$ cat src/mci_pkg.sv
////////////////////////////////////////////////////////////
// Management controller shared definitions
// Default widths for the watchdog and error aggregation,
// and the bit layout of the hardware error sources
////////////////////////////////////////////////////////////

package mci_pkg;

  ////////////////////////////////////////////////////////////
  // Default widths
  ////////////////////////////////////////////////////////////

  // Watchdog counter and period width
  parameter int WDT_W_DEF = 32;

  // External aggregate error inputs per class
  parameter int AGG_W_DEF = 8;

  // Firmware error code register width
  parameter int FW_ERR_W_DEF = 32;

  ////////////////////////////////////////////////////////////
  // Hardware error sources
  ////////////////////////////////////////////////////////////

  // Fatal class with the watchdog NMI in the top bit
  typedef struct packed {
    logic nmi_pin;
    logic mcu_sram_ecc_unc;
    logic mcu_sram_dmi_axi_collision;
  } fatal_src_t;

  // Non-fatal class for uncorrectable ECC in each mailbox SRAM
  typedef struct packed {
    logic mbox0_ecc_unc;
    logic mbox1_ecc_unc;
  } non_fatal_src_t;

endpackage
$ cat src/mci_top.sv
////////////////////////////////////////////////////////////
// Management controller watchdog and error block
// Joins the watchdog with the fatal and non-fatal classes
////////////////////////////////////////////////////////////

`timescale 1ns/1ps

module mci_top
  import mci_pkg::*;
#(
  parameter int WDT_W    = WDT_W_DEF,
  parameter int AGG_W    = AGG_W_DEF,
  parameter int FW_ERR_W = FW_ERR_W_DEF
) (
  input  logic                core_clk_i,
  input  logic                rst_i,

  // Watchdog
  input  logic                timer1_en_i,
  input  logic                timer2_en_i,
  input  logic                timer1_restart_i,
  input  logic                timer2_restart_i,
  input  logic                t1_service_i,
  input  logic                t2_service_i,
  input  logic [WDT_W-1:0]    timer1_period_i,
  input  logic [WDT_W-1:0]    timer2_period_i,

  // Fatal class
  input  logic                sram_ecc_unc_i,
  input  logic                dmi_axi_collision_i,
  input  fatal_src_t          fatal_hw_clr_i,
  input  fatal_src_t          fatal_hw_mask_i,
  input  logic [FW_ERR_W-1:0] fatal_fw_code_i,
  input  logic                fatal_fw_we_i,
  input  logic [FW_ERR_W-1:0] fatal_fw_mask_i,
  input  logic [AGG_W-1:0]    fatal_agg_i,
  input  logic [AGG_W-1:0]    fatal_agg_mask_i,

  // Non-fatal class
  input  logic                mbox0_ecc_unc_i,
  input  logic                mbox1_ecc_unc_i,
  input  non_fatal_src_t      non_fatal_hw_clr_i,
  input  non_fatal_src_t      non_fatal_hw_mask_i,
  input  logic [FW_ERR_W-1:0] non_fatal_fw_code_i,
  input  logic                non_fatal_fw_we_i,
  input  logic [FW_ERR_W-1:0] non_fatal_fw_mask_i,
  input  logic [AGG_W-1:0]    non_fatal_agg_i,
  input  logic [AGG_W-1:0]    non_fatal_agg_mask_i,

  output logic                t1_timeout_o,
  output logic                t2_timeout_o,
  output fatal_src_t          hw_err_fatal_o,
  output non_fatal_src_t      hw_err_non_fatal_o,
  output logic [FW_ERR_W-1:0] fw_err_fatal_o,
  output logic [FW_ERR_W-1:0] fw_err_non_fatal_o,
  output logic                all_error_fatal_o,
  output logic                all_error_non_fatal_o
);

  logic           wdt_nmi;
  fatal_src_t     fatal_src;
  non_fatal_src_t non_fatal_src;

  mci_wdt #(
    .WDT_W (WDT_W)
  ) u_wdt (
    .core_clk_i       (core_clk_i),
    .rst_i            (rst_i),
    .timer1_en_i      (timer1_en_i),
    .timer2_en_i      (timer2_en_i),
    .timer1_restart_i (timer1_restart_i),
    .timer2_restart_i (timer2_restart_i),
    .t1_service_i     (t1_service_i),
    .t2_service_i     (t2_service_i),
    .timer1_period_i  (timer1_period_i),
    .timer2_period_i  (timer2_period_i),
    .t1_timeout_o     (t1_timeout_o),
    .t2_timeout_o     (t2_timeout_o),
    .nmi_o            (wdt_nmi)
  );

  // Watchdog NMI is logged as a fatal hardware error
  assign fatal_src.nmi_pin                    = wdt_nmi;
  assign fatal_src.mcu_sram_ecc_unc           = sram_ecc_unc_i;
  assign fatal_src.mcu_sram_dmi_axi_collision = dmi_axi_collision_i;

  assign non_fatal_src.mbox0_ecc_unc = mbox0_ecc_unc_i;
  assign non_fatal_src.mbox1_ecc_unc = mbox1_ecc_unc_i;

  mci_err_capture #(
    .src_t    (fatal_src_t),
    .AGG_W    (AGG_W),
    .FW_ERR_W (FW_ERR_W)
  ) u_err_fatal (
    .core_clk_i  (core_clk_i),
    .rst_i       (rst_i),
    .src_i       (fatal_src),
    .hw_clr_i    (fatal_hw_clr_i),
    .hw_mask_i   (fatal_hw_mask_i),
    .fw_code_i   (fatal_fw_code_i),
    .fw_we_i     (fatal_fw_we_i),
    .fw_mask_i   (fatal_fw_mask_i),
    .agg_i       (fatal_agg_i),
    .agg_mask_i  (fatal_agg_mask_i),
    .hw_err_o    (hw_err_fatal_o),
    .fw_code_o   (fw_err_fatal_o),
    .all_error_o (all_error_fatal_o)
  );

  mci_err_capture #(
    .src_t    (non_fatal_src_t),
    .AGG_W    (AGG_W),
    .FW_ERR_W (FW_ERR_W)
  ) u_err_non_fatal (
    .core_clk_i  (core_clk_i),
    .rst_i       (rst_i),
    .src_i       (non_fatal_src),
    .hw_clr_i    (non_fatal_hw_clr_i),
    .hw_mask_i   (non_fatal_hw_mask_i),
    .fw_code_i   (non_fatal_fw_code_i),
    .fw_we_i     (non_fatal_fw_we_i),
    .fw_mask_i   (non_fatal_fw_mask_i),
    .agg_i       (non_fatal_agg_i),
    .agg_mask_i  (non_fatal_agg_mask_i),
    .hw_err_o    (hw_err_non_fatal_o),
    .fw_code_o   (fw_err_non_fatal_o),
    .all_error_o (all_error_non_fatal_o)
  );

endmodule

$ cat src/mci_err_capture.sv
////////////////////////////////////////////////////////////
// Error class capture
// Sticky hardware errors, firmware code, aggregate inputs
// and a masked, registered all-error summary
////////////////////////////////////////////////////////////

`timescale 1ns/1ps

module mci_err_capture
  import mci_pkg::*;
#(
  parameter type src_t    = fatal_src_t,
  parameter int  AGG_W    = AGG_W_DEF,
  parameter int  FW_ERR_W = FW_ERR_W_DEF
) (
  input  logic                core_clk_i,
  input  logic                rst_i,
  input  src_t                src_i,
  input  src_t                hw_clr_i,
  input  src_t                hw_mask_i,
  input  logic [FW_ERR_W-1:0] fw_code_i,
  input  logic                fw_we_i,
  input  logic [FW_ERR_W-1:0] fw_mask_i,
  input  logic [AGG_W-1:0]    agg_i,
  input  logic [AGG_W-1:0]    agg_mask_i,
  output src_t                hw_err_o,
  output logic [FW_ERR_W-1:0] fw_code_o,
  output logic                all_error_o
);

  localparam int SRC_W = $bits(src_t);

  logic [SRC_W-1:0]    src_v;
  logic [SRC_W-1:0]    clr_v;
  logic [SRC_W-1:0]    mask_v;
  logic [SRC_W-1:0]    hw_err_q;
  logic [FW_ERR_W-1:0] fw_code_q;
  logic [AGG_W-1:0]    agg_q;
  logic                all_error_q;
  logic                hw_pend;
  logic                fw_pend;
  logic                agg_pend;

  // Flatten the struct ports for per-bit work
  assign src_v  = src_i;
  assign clr_v  = hw_clr_i;
  assign mask_v = hw_mask_i;

  ////////////////////////////////////////////////////////////
  // Error registers
  ////////////////////////////////////////////////////////////

  // A new error in the same cycle as its clear stays set
  always_ff @(posedge core_clk_i) begin
    if (rst_i) begin
      hw_err_q <= '0;
    end else begin
      hw_err_q <= (hw_err_q & ~clr_v) | src_v;
    end
  end

  always_ff @(posedge core_clk_i) begin
    if (rst_i) begin
      fw_code_q <= '0;
    end else if (fw_we_i) begin
      fw_code_q <= fw_code_i;
    end
  end

  // One register stage on the external aggregate levels
  always_ff @(posedge core_clk_i) begin
    if (rst_i) begin
      agg_q <= '0;
    end else begin
      agg_q <= agg_i;
    end
  end

  ////////////////////////////////////////////////////////////
  // All-error summary
  ////////////////////////////////////////////////////////////

  // Mask bit set means the source is ignored
  assign hw_pend  = |(hw_err_q & ~mask_v);
  assign fw_pend  = |(fw_code_q & ~fw_mask_i);
  assign agg_pend = |(agg_q & ~agg_mask_i);

  always_ff @(posedge core_clk_i) begin
    if (rst_i) begin
      all_error_q <= 1'b0;
    end else begin
      all_error_q <= hw_pend | fw_pend | agg_pend;
    end
  end

  assign hw_err_o    = hw_err_q;
  assign fw_code_o   = fw_code_q;
  assign all_error_o = all_error_q;

  ////////////////////////////////////////////////////////////
  // Assertions
  ////////////////////////////////////////////////////////////

  for (genvar i = 0; i < SRC_W; i++) begin : g_src_chk
    err_src_set_a: assert property (
      @(posedge core_clk_i) disable iff (rst_i)
      src_v[i] |=> hw_err_q[i]
    ) else $error("Hardware error bit %0d not set after source pulse", i);
  end

  // Summary stays quiet for two cycles while the sources refill
  err_all_rst_a: assert property (
    @(posedge core_clk_i)
    $fell(rst_i) |-> (!all_error_q ##1 !all_error_q)
  ) else $error("all_error asserted right after reset");

endmodule

$ cat src/mci_wdt.sv
////////////////////////////////////////////////////////////
// Two-timer watchdog
// Cascade or independent mode, pet and service per timer,
// NMI on timer 2 expiry in cascade mode
////////////////////////////////////////////////////////////

`timescale 1ns/1ps

module mci_wdt
  import mci_pkg::*;
#(
  parameter int WDT_W = WDT_W_DEF
) (
  input  logic             core_clk_i,
  input  logic             rst_i,
  input  logic             timer1_en_i,
  input  logic             timer2_en_i,
  input  logic             timer1_restart_i,
  input  logic             timer2_restart_i,
  input  logic             t1_service_i,
  input  logic             t2_service_i,
  input  logic [WDT_W-1:0] timer1_period_i,
  input  logic [WDT_W-1:0] timer2_period_i,
  output logic             t1_timeout_o,
  output logic             t2_timeout_o,
  output logic             nmi_o
);

  logic [WDT_W-1:0] t1_count_q;
  logic [WDT_W-1:0] t2_count_q;
  logic             t1_timeout_q;
  logic             t2_timeout_q;
  logic             t1_cnt_en;
  logic             t2_cnt_en;
  logic             t1_pet;
  logic             t2_pet;
  logic             t1_hit;
  logic             t2_hit;

  ////////////////////////////////////////////////////////////
  // Count enables and qualified pets
  ////////////////////////////////////////////////////////////

  // A timer freezes once it has expired, until serviced
  assign t1_cnt_en = timer1_en_i & ~t1_timeout_q;

  // Independent mode lets timer 2 run on its own
  // Cascade mode runs it only while timer 1 is expired
  assign t2_cnt_en = (timer2_en_i | t1_timeout_q) & ~t2_timeout_q;

  // Pets have no effect on an expired timer
  assign t1_pet = timer1_restart_i & ~t1_timeout_q;
  assign t2_pet = timer2_restart_i & ~t2_timeout_q;

  assign t1_hit = t1_cnt_en & (t1_count_q == timer1_period_i);
  assign t2_hit = t2_cnt_en & (t2_count_q == timer2_period_i);

  ////////////////////////////////////////////////////////////
  // Timer 1
  ////////////////////////////////////////////////////////////

  always_ff @(posedge core_clk_i) begin
    if (rst_i) begin
      t1_count_q   <= '0;
      t1_timeout_q <= 1'b0;
    end else if (t1_service_i) begin
      t1_count_q   <= '0;
      t1_timeout_q <= 1'b0;
    end else if (t1_pet) begin
      t1_count_q <= '0;
    end else if (t1_cnt_en) begin
      t1_count_q <= t1_count_q + 1'b1;
      if (t1_hit) begin
        t1_timeout_q <= 1'b1;
      end
    end
  end

  ////////////////////////////////////////////////////////////
  // Timer 2
  ////////////////////////////////////////////////////////////

  always_ff @(posedge core_clk_i) begin
    if (rst_i) begin
      t2_count_q   <= '0;
      t2_timeout_q <= 1'b0;
    end else if (t2_service_i) begin
      t2_count_q   <= '0;
      t2_timeout_q <= 1'b0;
    end else if (t2_pet) begin
      t2_count_q <= '0;
    end else if (t2_cnt_en) begin
      t2_count_q <= t2_count_q + 1'b1;
      if (t2_hit) begin
        t2_timeout_q <= 1'b1;
      end
    end
  end

  assign t1_timeout_o = t1_timeout_q;
  assign t2_timeout_o = t2_timeout_q;

  // Second stage expiry is only an NMI when the timers are chained
  assign nmi_o = t2_timeout_q & ~timer2_en_i;

  ////////////////////////////////////////////////////////////
  // Assertions
  ////////////////////////////////////////////////////////////

  wdt_t1_pet_a: assert property (
    @(posedge core_clk_i) disable iff (rst_i)
    (timer1_restart_i && !t1_timeout_q) |=> (t1_count_q == '0)
  ) else $error("WDT timer 1 count not cleared by pet");

  wdt_t2_pet_a: assert property (
    @(posedge core_clk_i) disable iff (rst_i)
    (timer2_restart_i && !t2_timeout_q) |=> (t2_count_q == '0)
  ) else $error("WDT timer 2 count not cleared by pet");

  wdt_t1_service_a: assert property (
    @(posedge core_clk_i) disable iff (rst_i)
    t1_service_i |=> (!t1_timeout_q && (t1_count_q == '0))
  ) else $error("WDT timer 1 timeout not cleared by service");

  wdt_t2_service_a: assert property (
    @(posedge core_clk_i) disable iff (rst_i)
    t2_service_i |=> (!t2_timeout_q && (t2_count_q == '0))
  ) else $error("WDT timer 2 timeout not cleared by service");

endmodule

$ cat config.mk
export PLATFORM = sky130hd
export DESIGN_NAME = mci_top
export DESIGN_NICKNAME = d
export VERILOG_FILES = /design/src/mci_pkg.sv /design/src/mci_top.sv /design/src/mci_err_capture.sv /design/src/mci_wdt.sv
export SDC_FILE = /design/constraint.sdc
export NUM_CORES = 1
export LEC_CHECK = 0
export BUFFER_PORTS_ARGS = -buffer_cell sky130_fd_sc_hd__buf_4
export CAP_MARGIN = 10
export CORE_UTILIZATION = 48
export DETAILED_ROUTE_END_ITERATION = 12
export PLACE_DENSITY = 0.81
export SLEW_MARGIN = 20
export SYNTH_ARGS = -nofsm -noshare
export SYNTH_HDL_FRONTEND = slang
export SYNTH_SLANG_ARGS = --single-unit
$ cat constraint.sdc
create_clock -name core_clk_i -period 2.38 [get_ports core_clk_i]
set_clock_uncertainty 0.05 [all_clocks]
set_input_delay 0.119 -clock core_clk_i [delete_from_list [all_inputs] [get_ports core_clk_i]]
set_output_delay 0.119 -clock core_clk_i [all_outputs]
set_load 0.05 [all_outputs]
Yosys cells after proc, flatten, opt, wreduce, memory -nomap -nowiden

Index checks and enable logic that the tools add are counted.

Word-level logic and storage cells: 63
Bits in read-only memories: 0
Memories kept: 0
RAM bits: 0
Output and inout bits: 73
Bits in latches: 0
Register bits: 153
Input port bits: 248

Shift-type cells: 0
Bitwise gates (word level): 35
Order comparisons: 0
Div/mod/pow operators: 0
Multiply operators: 0
$add $sub $neg: 2
Reduce and logical (&&, ||, !) cells: 12
Equality and inequality tests: 2
Multiplexer cells: 0

Operators by type and width:

| kind                                           | count |
|---|---|
| adder 32 x 1 -> 32 bit (second input constant) | 2 |
| AND 32 bit                                     | 2 |
| equality test 32 bit                           | 2 |
| inverter 32 bit                                | 2 |
| OR reduction 32 bit                            | 2 |
| AND 8 bit                                      | 2 |
| inverter 8 bit                                 | 2 |
| OR reduction 8 bit                             | 2 |
| OR reduction 3 bit                             | 3 |
| AND 1 bit                                      | 7 |
| AND 3 bit                                      | 2 |
| inverter 3 bit                                 | 2 |
| AND reduction 3 bit                            | 2 |
| OR reduction 2 bit                             | 3 |
| inverter 1 bit                                 | 5 |
| OR 1 bit                                       | 5 |
| AND 2 bit                                      | 2 |
| inverter 2 bit                                 | 2 |
| OR 3 bit                                       | 1 |
| OR 2 bit                                       | 1 |

Longest topological paths before layout

Word-level depth: 5
Mapped depth: 7

Cells and area by module

A second synthesis with hierarchy kept.

Cells, all modules: 825
Area total of the unflattened synthesis: 7347.0 um^2

Modules (own cells, without submodules):

| module                             | times used | area an instance (um^2) | cells each | sequential area each (um^2) |
|---|---|---|---|---|
| mci_wdt                            | 1          | 3729.8                  | 439        | 1321.3 |
| mci_err_capture at u_err_fatal     | 1          | 1834.3                  | 193        | 880.8 |
| mci_err_capture at u_err_non_fatal | 1          | 1783.0                  | 193        | 860.8 |

Least setup slack after synthesis

No wires, ideal clock.

Kind: flip-flop to flip-flop
Start: reg u_wdt.t1_timeout_q (netlist: u_wdt.t1_timeout_o)
End: reg u_wdt.t2_count_q[30]
Data required time: 2.259 ns
Slack: 0.312 ns
Arrival time: 1.947 ns
Stages on the path, launching flop included: 7
Library setup time: 0.071 ns
Cell sequence: dfxtp_1 > o21ba_2 > buf_2 > and4_1 > nand3_1 > or4_1 > a21oi_1

Word-level cells in the longest chain between the ends: 2

RTL lines:

| element                  | RTL line      | RTL |
|---|---|---|
| start: declaration       | mci_wdt.sv:31 | `logic t1_timeout_q;` |
| start signal: assignment | mci_wdt.sv:65 | `t1_timeout_q <= 1'b0;` |
| start signal: assignment | mci_wdt.sv:68 | `t1_timeout_q <= 1'b0;` |
| start signal: assignment | mci_wdt.sv:74 | `t1_timeout_q <= 1'b1;` |
| OR 1 bit                 | mci_wdt.sv:49 | `assign t2_cnt_en = (timer2_en_i \| t1_timeout_q) & ~t2_timeout_q;` |
| AND 1 bit                | mci_wdt.sv:49 |  |
| end signal: assignment   | mci_wdt.sv:93 | `t2_count_q <= t2_count_q + 1'b1;` |
| end: declaration         | mci_wdt.sv:30 | `logic [WDT_W-1:0] t2_count_q;` |

No other way between the ends.
A chain may end at the register's enable or synchronous reset.

Worst setup path in the final report

Start: reg u_wdt.t1_count_q[3]
End: reg u_wdt.t1_count_q[31]

Word-level cells in the longest chain between the ends: 1

RTL lines:

| element                  | RTL line      | RTL |
|---|---|---|
| start: declaration       | mci_wdt.sv:29 | `logic [WDT_W-1:0] t1_count_q;` |
| start signal: assignment | mci_wdt.sv:72 | `t1_count_q <= t1_count_q + 1'b1;` |
| adder 32 x 1 -> 32 bit   | mci_wdt.sv:72 |  |

No other way between the ends.

==> metrics.txt <==
status=completed; Leak Pwr=0.00501 uW; Area growth, synth to finish=57.7%; initial antenna violation count=3; total global-route track usage=0.334; crit path capture=u_wdt.t1_count_q[31]; Die Wd=124 um; first-pass GRT wire length=38.2 mm; RSZ-0062 raised after global routing=false; cell count after synthesis=831; Core ar.=14500 um^2; # clock sinks=153; WL per Instance=18.0 um; setup slack at placement=0.354 ns; R2R depth=5; maxcap violations=0; H-tree depth=4; reg2reg end=u_wdt.t1_count_q[31]; DRC Markers=0; reg2reg start=u_wdt.t1_count_q[3]; period utilization=0.876; DIE HEIGHT=124 um; max_slew headroom=0.368; CP Max Fanout=7; TritonCTS Buffers=17; total negative slack=0 ns; fin util=0.777; Final Hold Vio Count=0; Worst-Margin Slew=0.948 ns; Yosys reg bits=153; Reg clk slew, reported paths=0.06 ns; Worst Slack Setup Final=0.296 ns; setup violators final=0; Worst Path Arrival=2.39 ns; Clock Tree Buf Depth=2; synthesized area=7160 um^2; Clk Latency, worst-skew pair=0.42 ns; Final Power=6820 uW; number of I/O pins=321; syn_area_per_cell=8.62 um^2; Max Transition Viols Final=0; critical path class=flip-flop to flip-flop; I/O Buffers=320; Synth Net Count=1081; Worst Path Required=2.69 ns; grt ovf=0; largest net degree at the start of global routing=88; slack of the worst reg-to-reg path=0.30 ns; CTS tree=yes; CP endpoint kind=flip-flop; Peak VDD IR=0.574 mV; sequential cell area fraction in the yosys report=0.428; Final Net Count=1487; DRT Pass-1 Iters=5; synth unique cells=39; Antenna Nets Post-Route=0; Cell Rows=44; synth warn=0; setup bufs post-CTS=0; vias in the first global route=7540; Die ar.=15400 um^2; placer congestion estimate=0.903; First DRT Iteration DRCs=527; PwrDens=604 nW/um^2; Initial Utilization=0.493; Fmax=0.480 GHz; Via Count=7595; hold wc startpoint=t1_service_i; Vias/cell=5.29; Critical Path Start Type=flip-flop; final wirelength=25.9 mm; filler instances=941; dpl hpwl=17.8 mm; Worst setup startpoint=u_wdt.t1_count_q[3]; Tmin final=2.08 ns; Clock Tree Root=clkbuf_16; ratio of cells with drive above 1 in the final layout=0.290; Hold Crit Class=input pin to flip-flop; post-CTS sizing=0
==> cells by family after synthesis <==
kind of cell             count (synthesis)  synth area share
buffers and inverters                  125            0.0660
XOR/XNOR                               116             0.142
adder cells (fa/ha/maj)                  2           0.00349
AO/OA/AOI/OAI                           76            0.0650
flip-flops                             153             0.428
multiplexers                            65            0.0909
AND/OR/NAND/NOR                        294             0.205
==> metrics by stage <==
step / cells / hold slack (ns) / cell area, um^2
6_report: 1437 / 0.0391 / 11300
5_1_grt: 1435 / 0.0446 / 11300
4_1_cts: 1434 / 0.0215 / 11300
3_5_place_dp: 1309 / 0.282 / 9720
3_3_place_gp: 1309 / 0.278 / 9720
2_1_floorplan: 831 / 0.186 / 7160
==> layer usage <==
metal | GRT usage | routed length, um | share of wire | vias to the layer above
li1 | - | - | - | 3600
met1 | 0.367 | 10100 | 0.39 | 3550
met2 | 0.544 | 12400 | 0.48 | 340
met3 | 0.127 | 2220 | 0.086 | 103
met4 | 0.205 | 1220 | 0.047 | 2
met5 | 0.00347 | 13 | 0.00050 | -
==> what timing repair did <==
item | 4_1_cts | 5_1_grt
endpoints found under the hold margin | 87 | 0
hold buffers | 93 | 0
endpoints found under the setup margin | 0 | 0
==> power breakdown <==
group	switching, uW	internal, uW
clock network	1070	1810
logic	616	604
registers	70.3	2650
==> worst max-delay path, cell delays in order (launching register included) <==
cell and delay [ns]:
dfxtp_1 0.45, nand4_1 0.31, nor2_1 0.40, nand3_1 0.26, or3_1 0.41, a21oi_1 0.14
==> final cells by class <==
type,instances,area (um^2),share of cell area
sequential,153,3060,0.271
clock buffer,21,460,0.0408
timing repair buffer,419,3380,0.299
inverter,93,349,0.0309
clock inverter,11,169,0.0150
antenna,3,7.51,0.000665
multi-input combinational,553,3630,0.322
tap,184,230,0.0204
==> layout by cell type, fill, tap and decap left out, types with 23 or more instances in the layout <==
| cell | n |
|---|---|
| xnor2_1 | 52 |
| nand3_1 | 23 |
| o22ai_1 | 39 |
| dlygate4sd3_1 | 93 |
| xor2_1 | 64 |
| buf_4 | 326 |
| inv_1 | 93 |
| mux2i_1 | 65 |
| dfxtp_1 | 153 |
| nand2_1 | 24 |
| nor2_1 | 134 |
| nand4_1 | 37 |
==> synthesized netlist by cell type, drive strengths merged <==
master | n | area, um^2
and2 | 3 | 18.8
clkbuf | 23 | 87.6
nand2 | 24 | 90.1
or3 | 7 | 43.8
ha | 2 | 25.0
a221oi | 2 | 17.5
o21ba | 1 | 10.0
nand3 | 23 | 115
nor3 | 7 | 35.0
xor2 | 64 | 561
nand2b | 2 | 12.5
a21oi | 17 | 85.1
nor4b | 1 | 23.8
nand4b | 1 | 8.76
a41oi | 1 | 8.76
nor2 | 134 | 503
buf | 9 | 36.3
inv | 93 | 349
dfxtp | 153 | 3060
and3 | 11 | 68.8
nor4 | 15 | 100
nand4 | 38 | 253
or4 | 5 | 37.5
o21bai | 1 | 7.51
o31ai | 3 | 22.5
nand3b | 1 | 7.51
nor2b | 17 | 106
and4 | 5 | 43.8
mux2i | 65 | 651
a32o | 1 | 10.0
xnor2 | 52 | 455
a222oi | 1 | 10.0
o21ai | 10 | 50.1
o22ai | 39 | 244
==> sequential cells by signal, summed over array words and instances, names as in the netlist <==
signal,cells
u_err_fatal.agg_q,8
u_err_fatal.all_error_o,1
u_err_non_fatal.fw_code_o,32
u_wdt.t2_timeout_o,1
u_wdt.t1_count_q,32
u_err_non_fatal.all_error_o,1
u_err_non_fatal.agg_q,8
u_err_non_fatal.hw_err_o,2
u_err_fatal.hw_err_o,3
u_wdt.t2_count_q,32
u_wdt.t1_timeout_o,1
u_err_fatal.fw_code_o,32
==> how the worst min path moves through the flow <==
stage | endpoint | slack (ns) | cells past startpoint
final | u_wdt.t1_timeout_o | 0.04 | 3
after global routing | u_wdt.t1_timeout_o | 0.04 | 3
after CTS | u_wdt.t1_timeout_o | 0.02 | 3
after detailed placement | u_err_non_fatal.hw_err_o[1] | 0.28 | 3
after global placement | u_err_non_fatal.hw_err_o[1] | 0.28 | 3
after floorplan | u_err_fatal.hw_err_o[0] | 0.19 | 2
(Power assumes the default switching activity.)
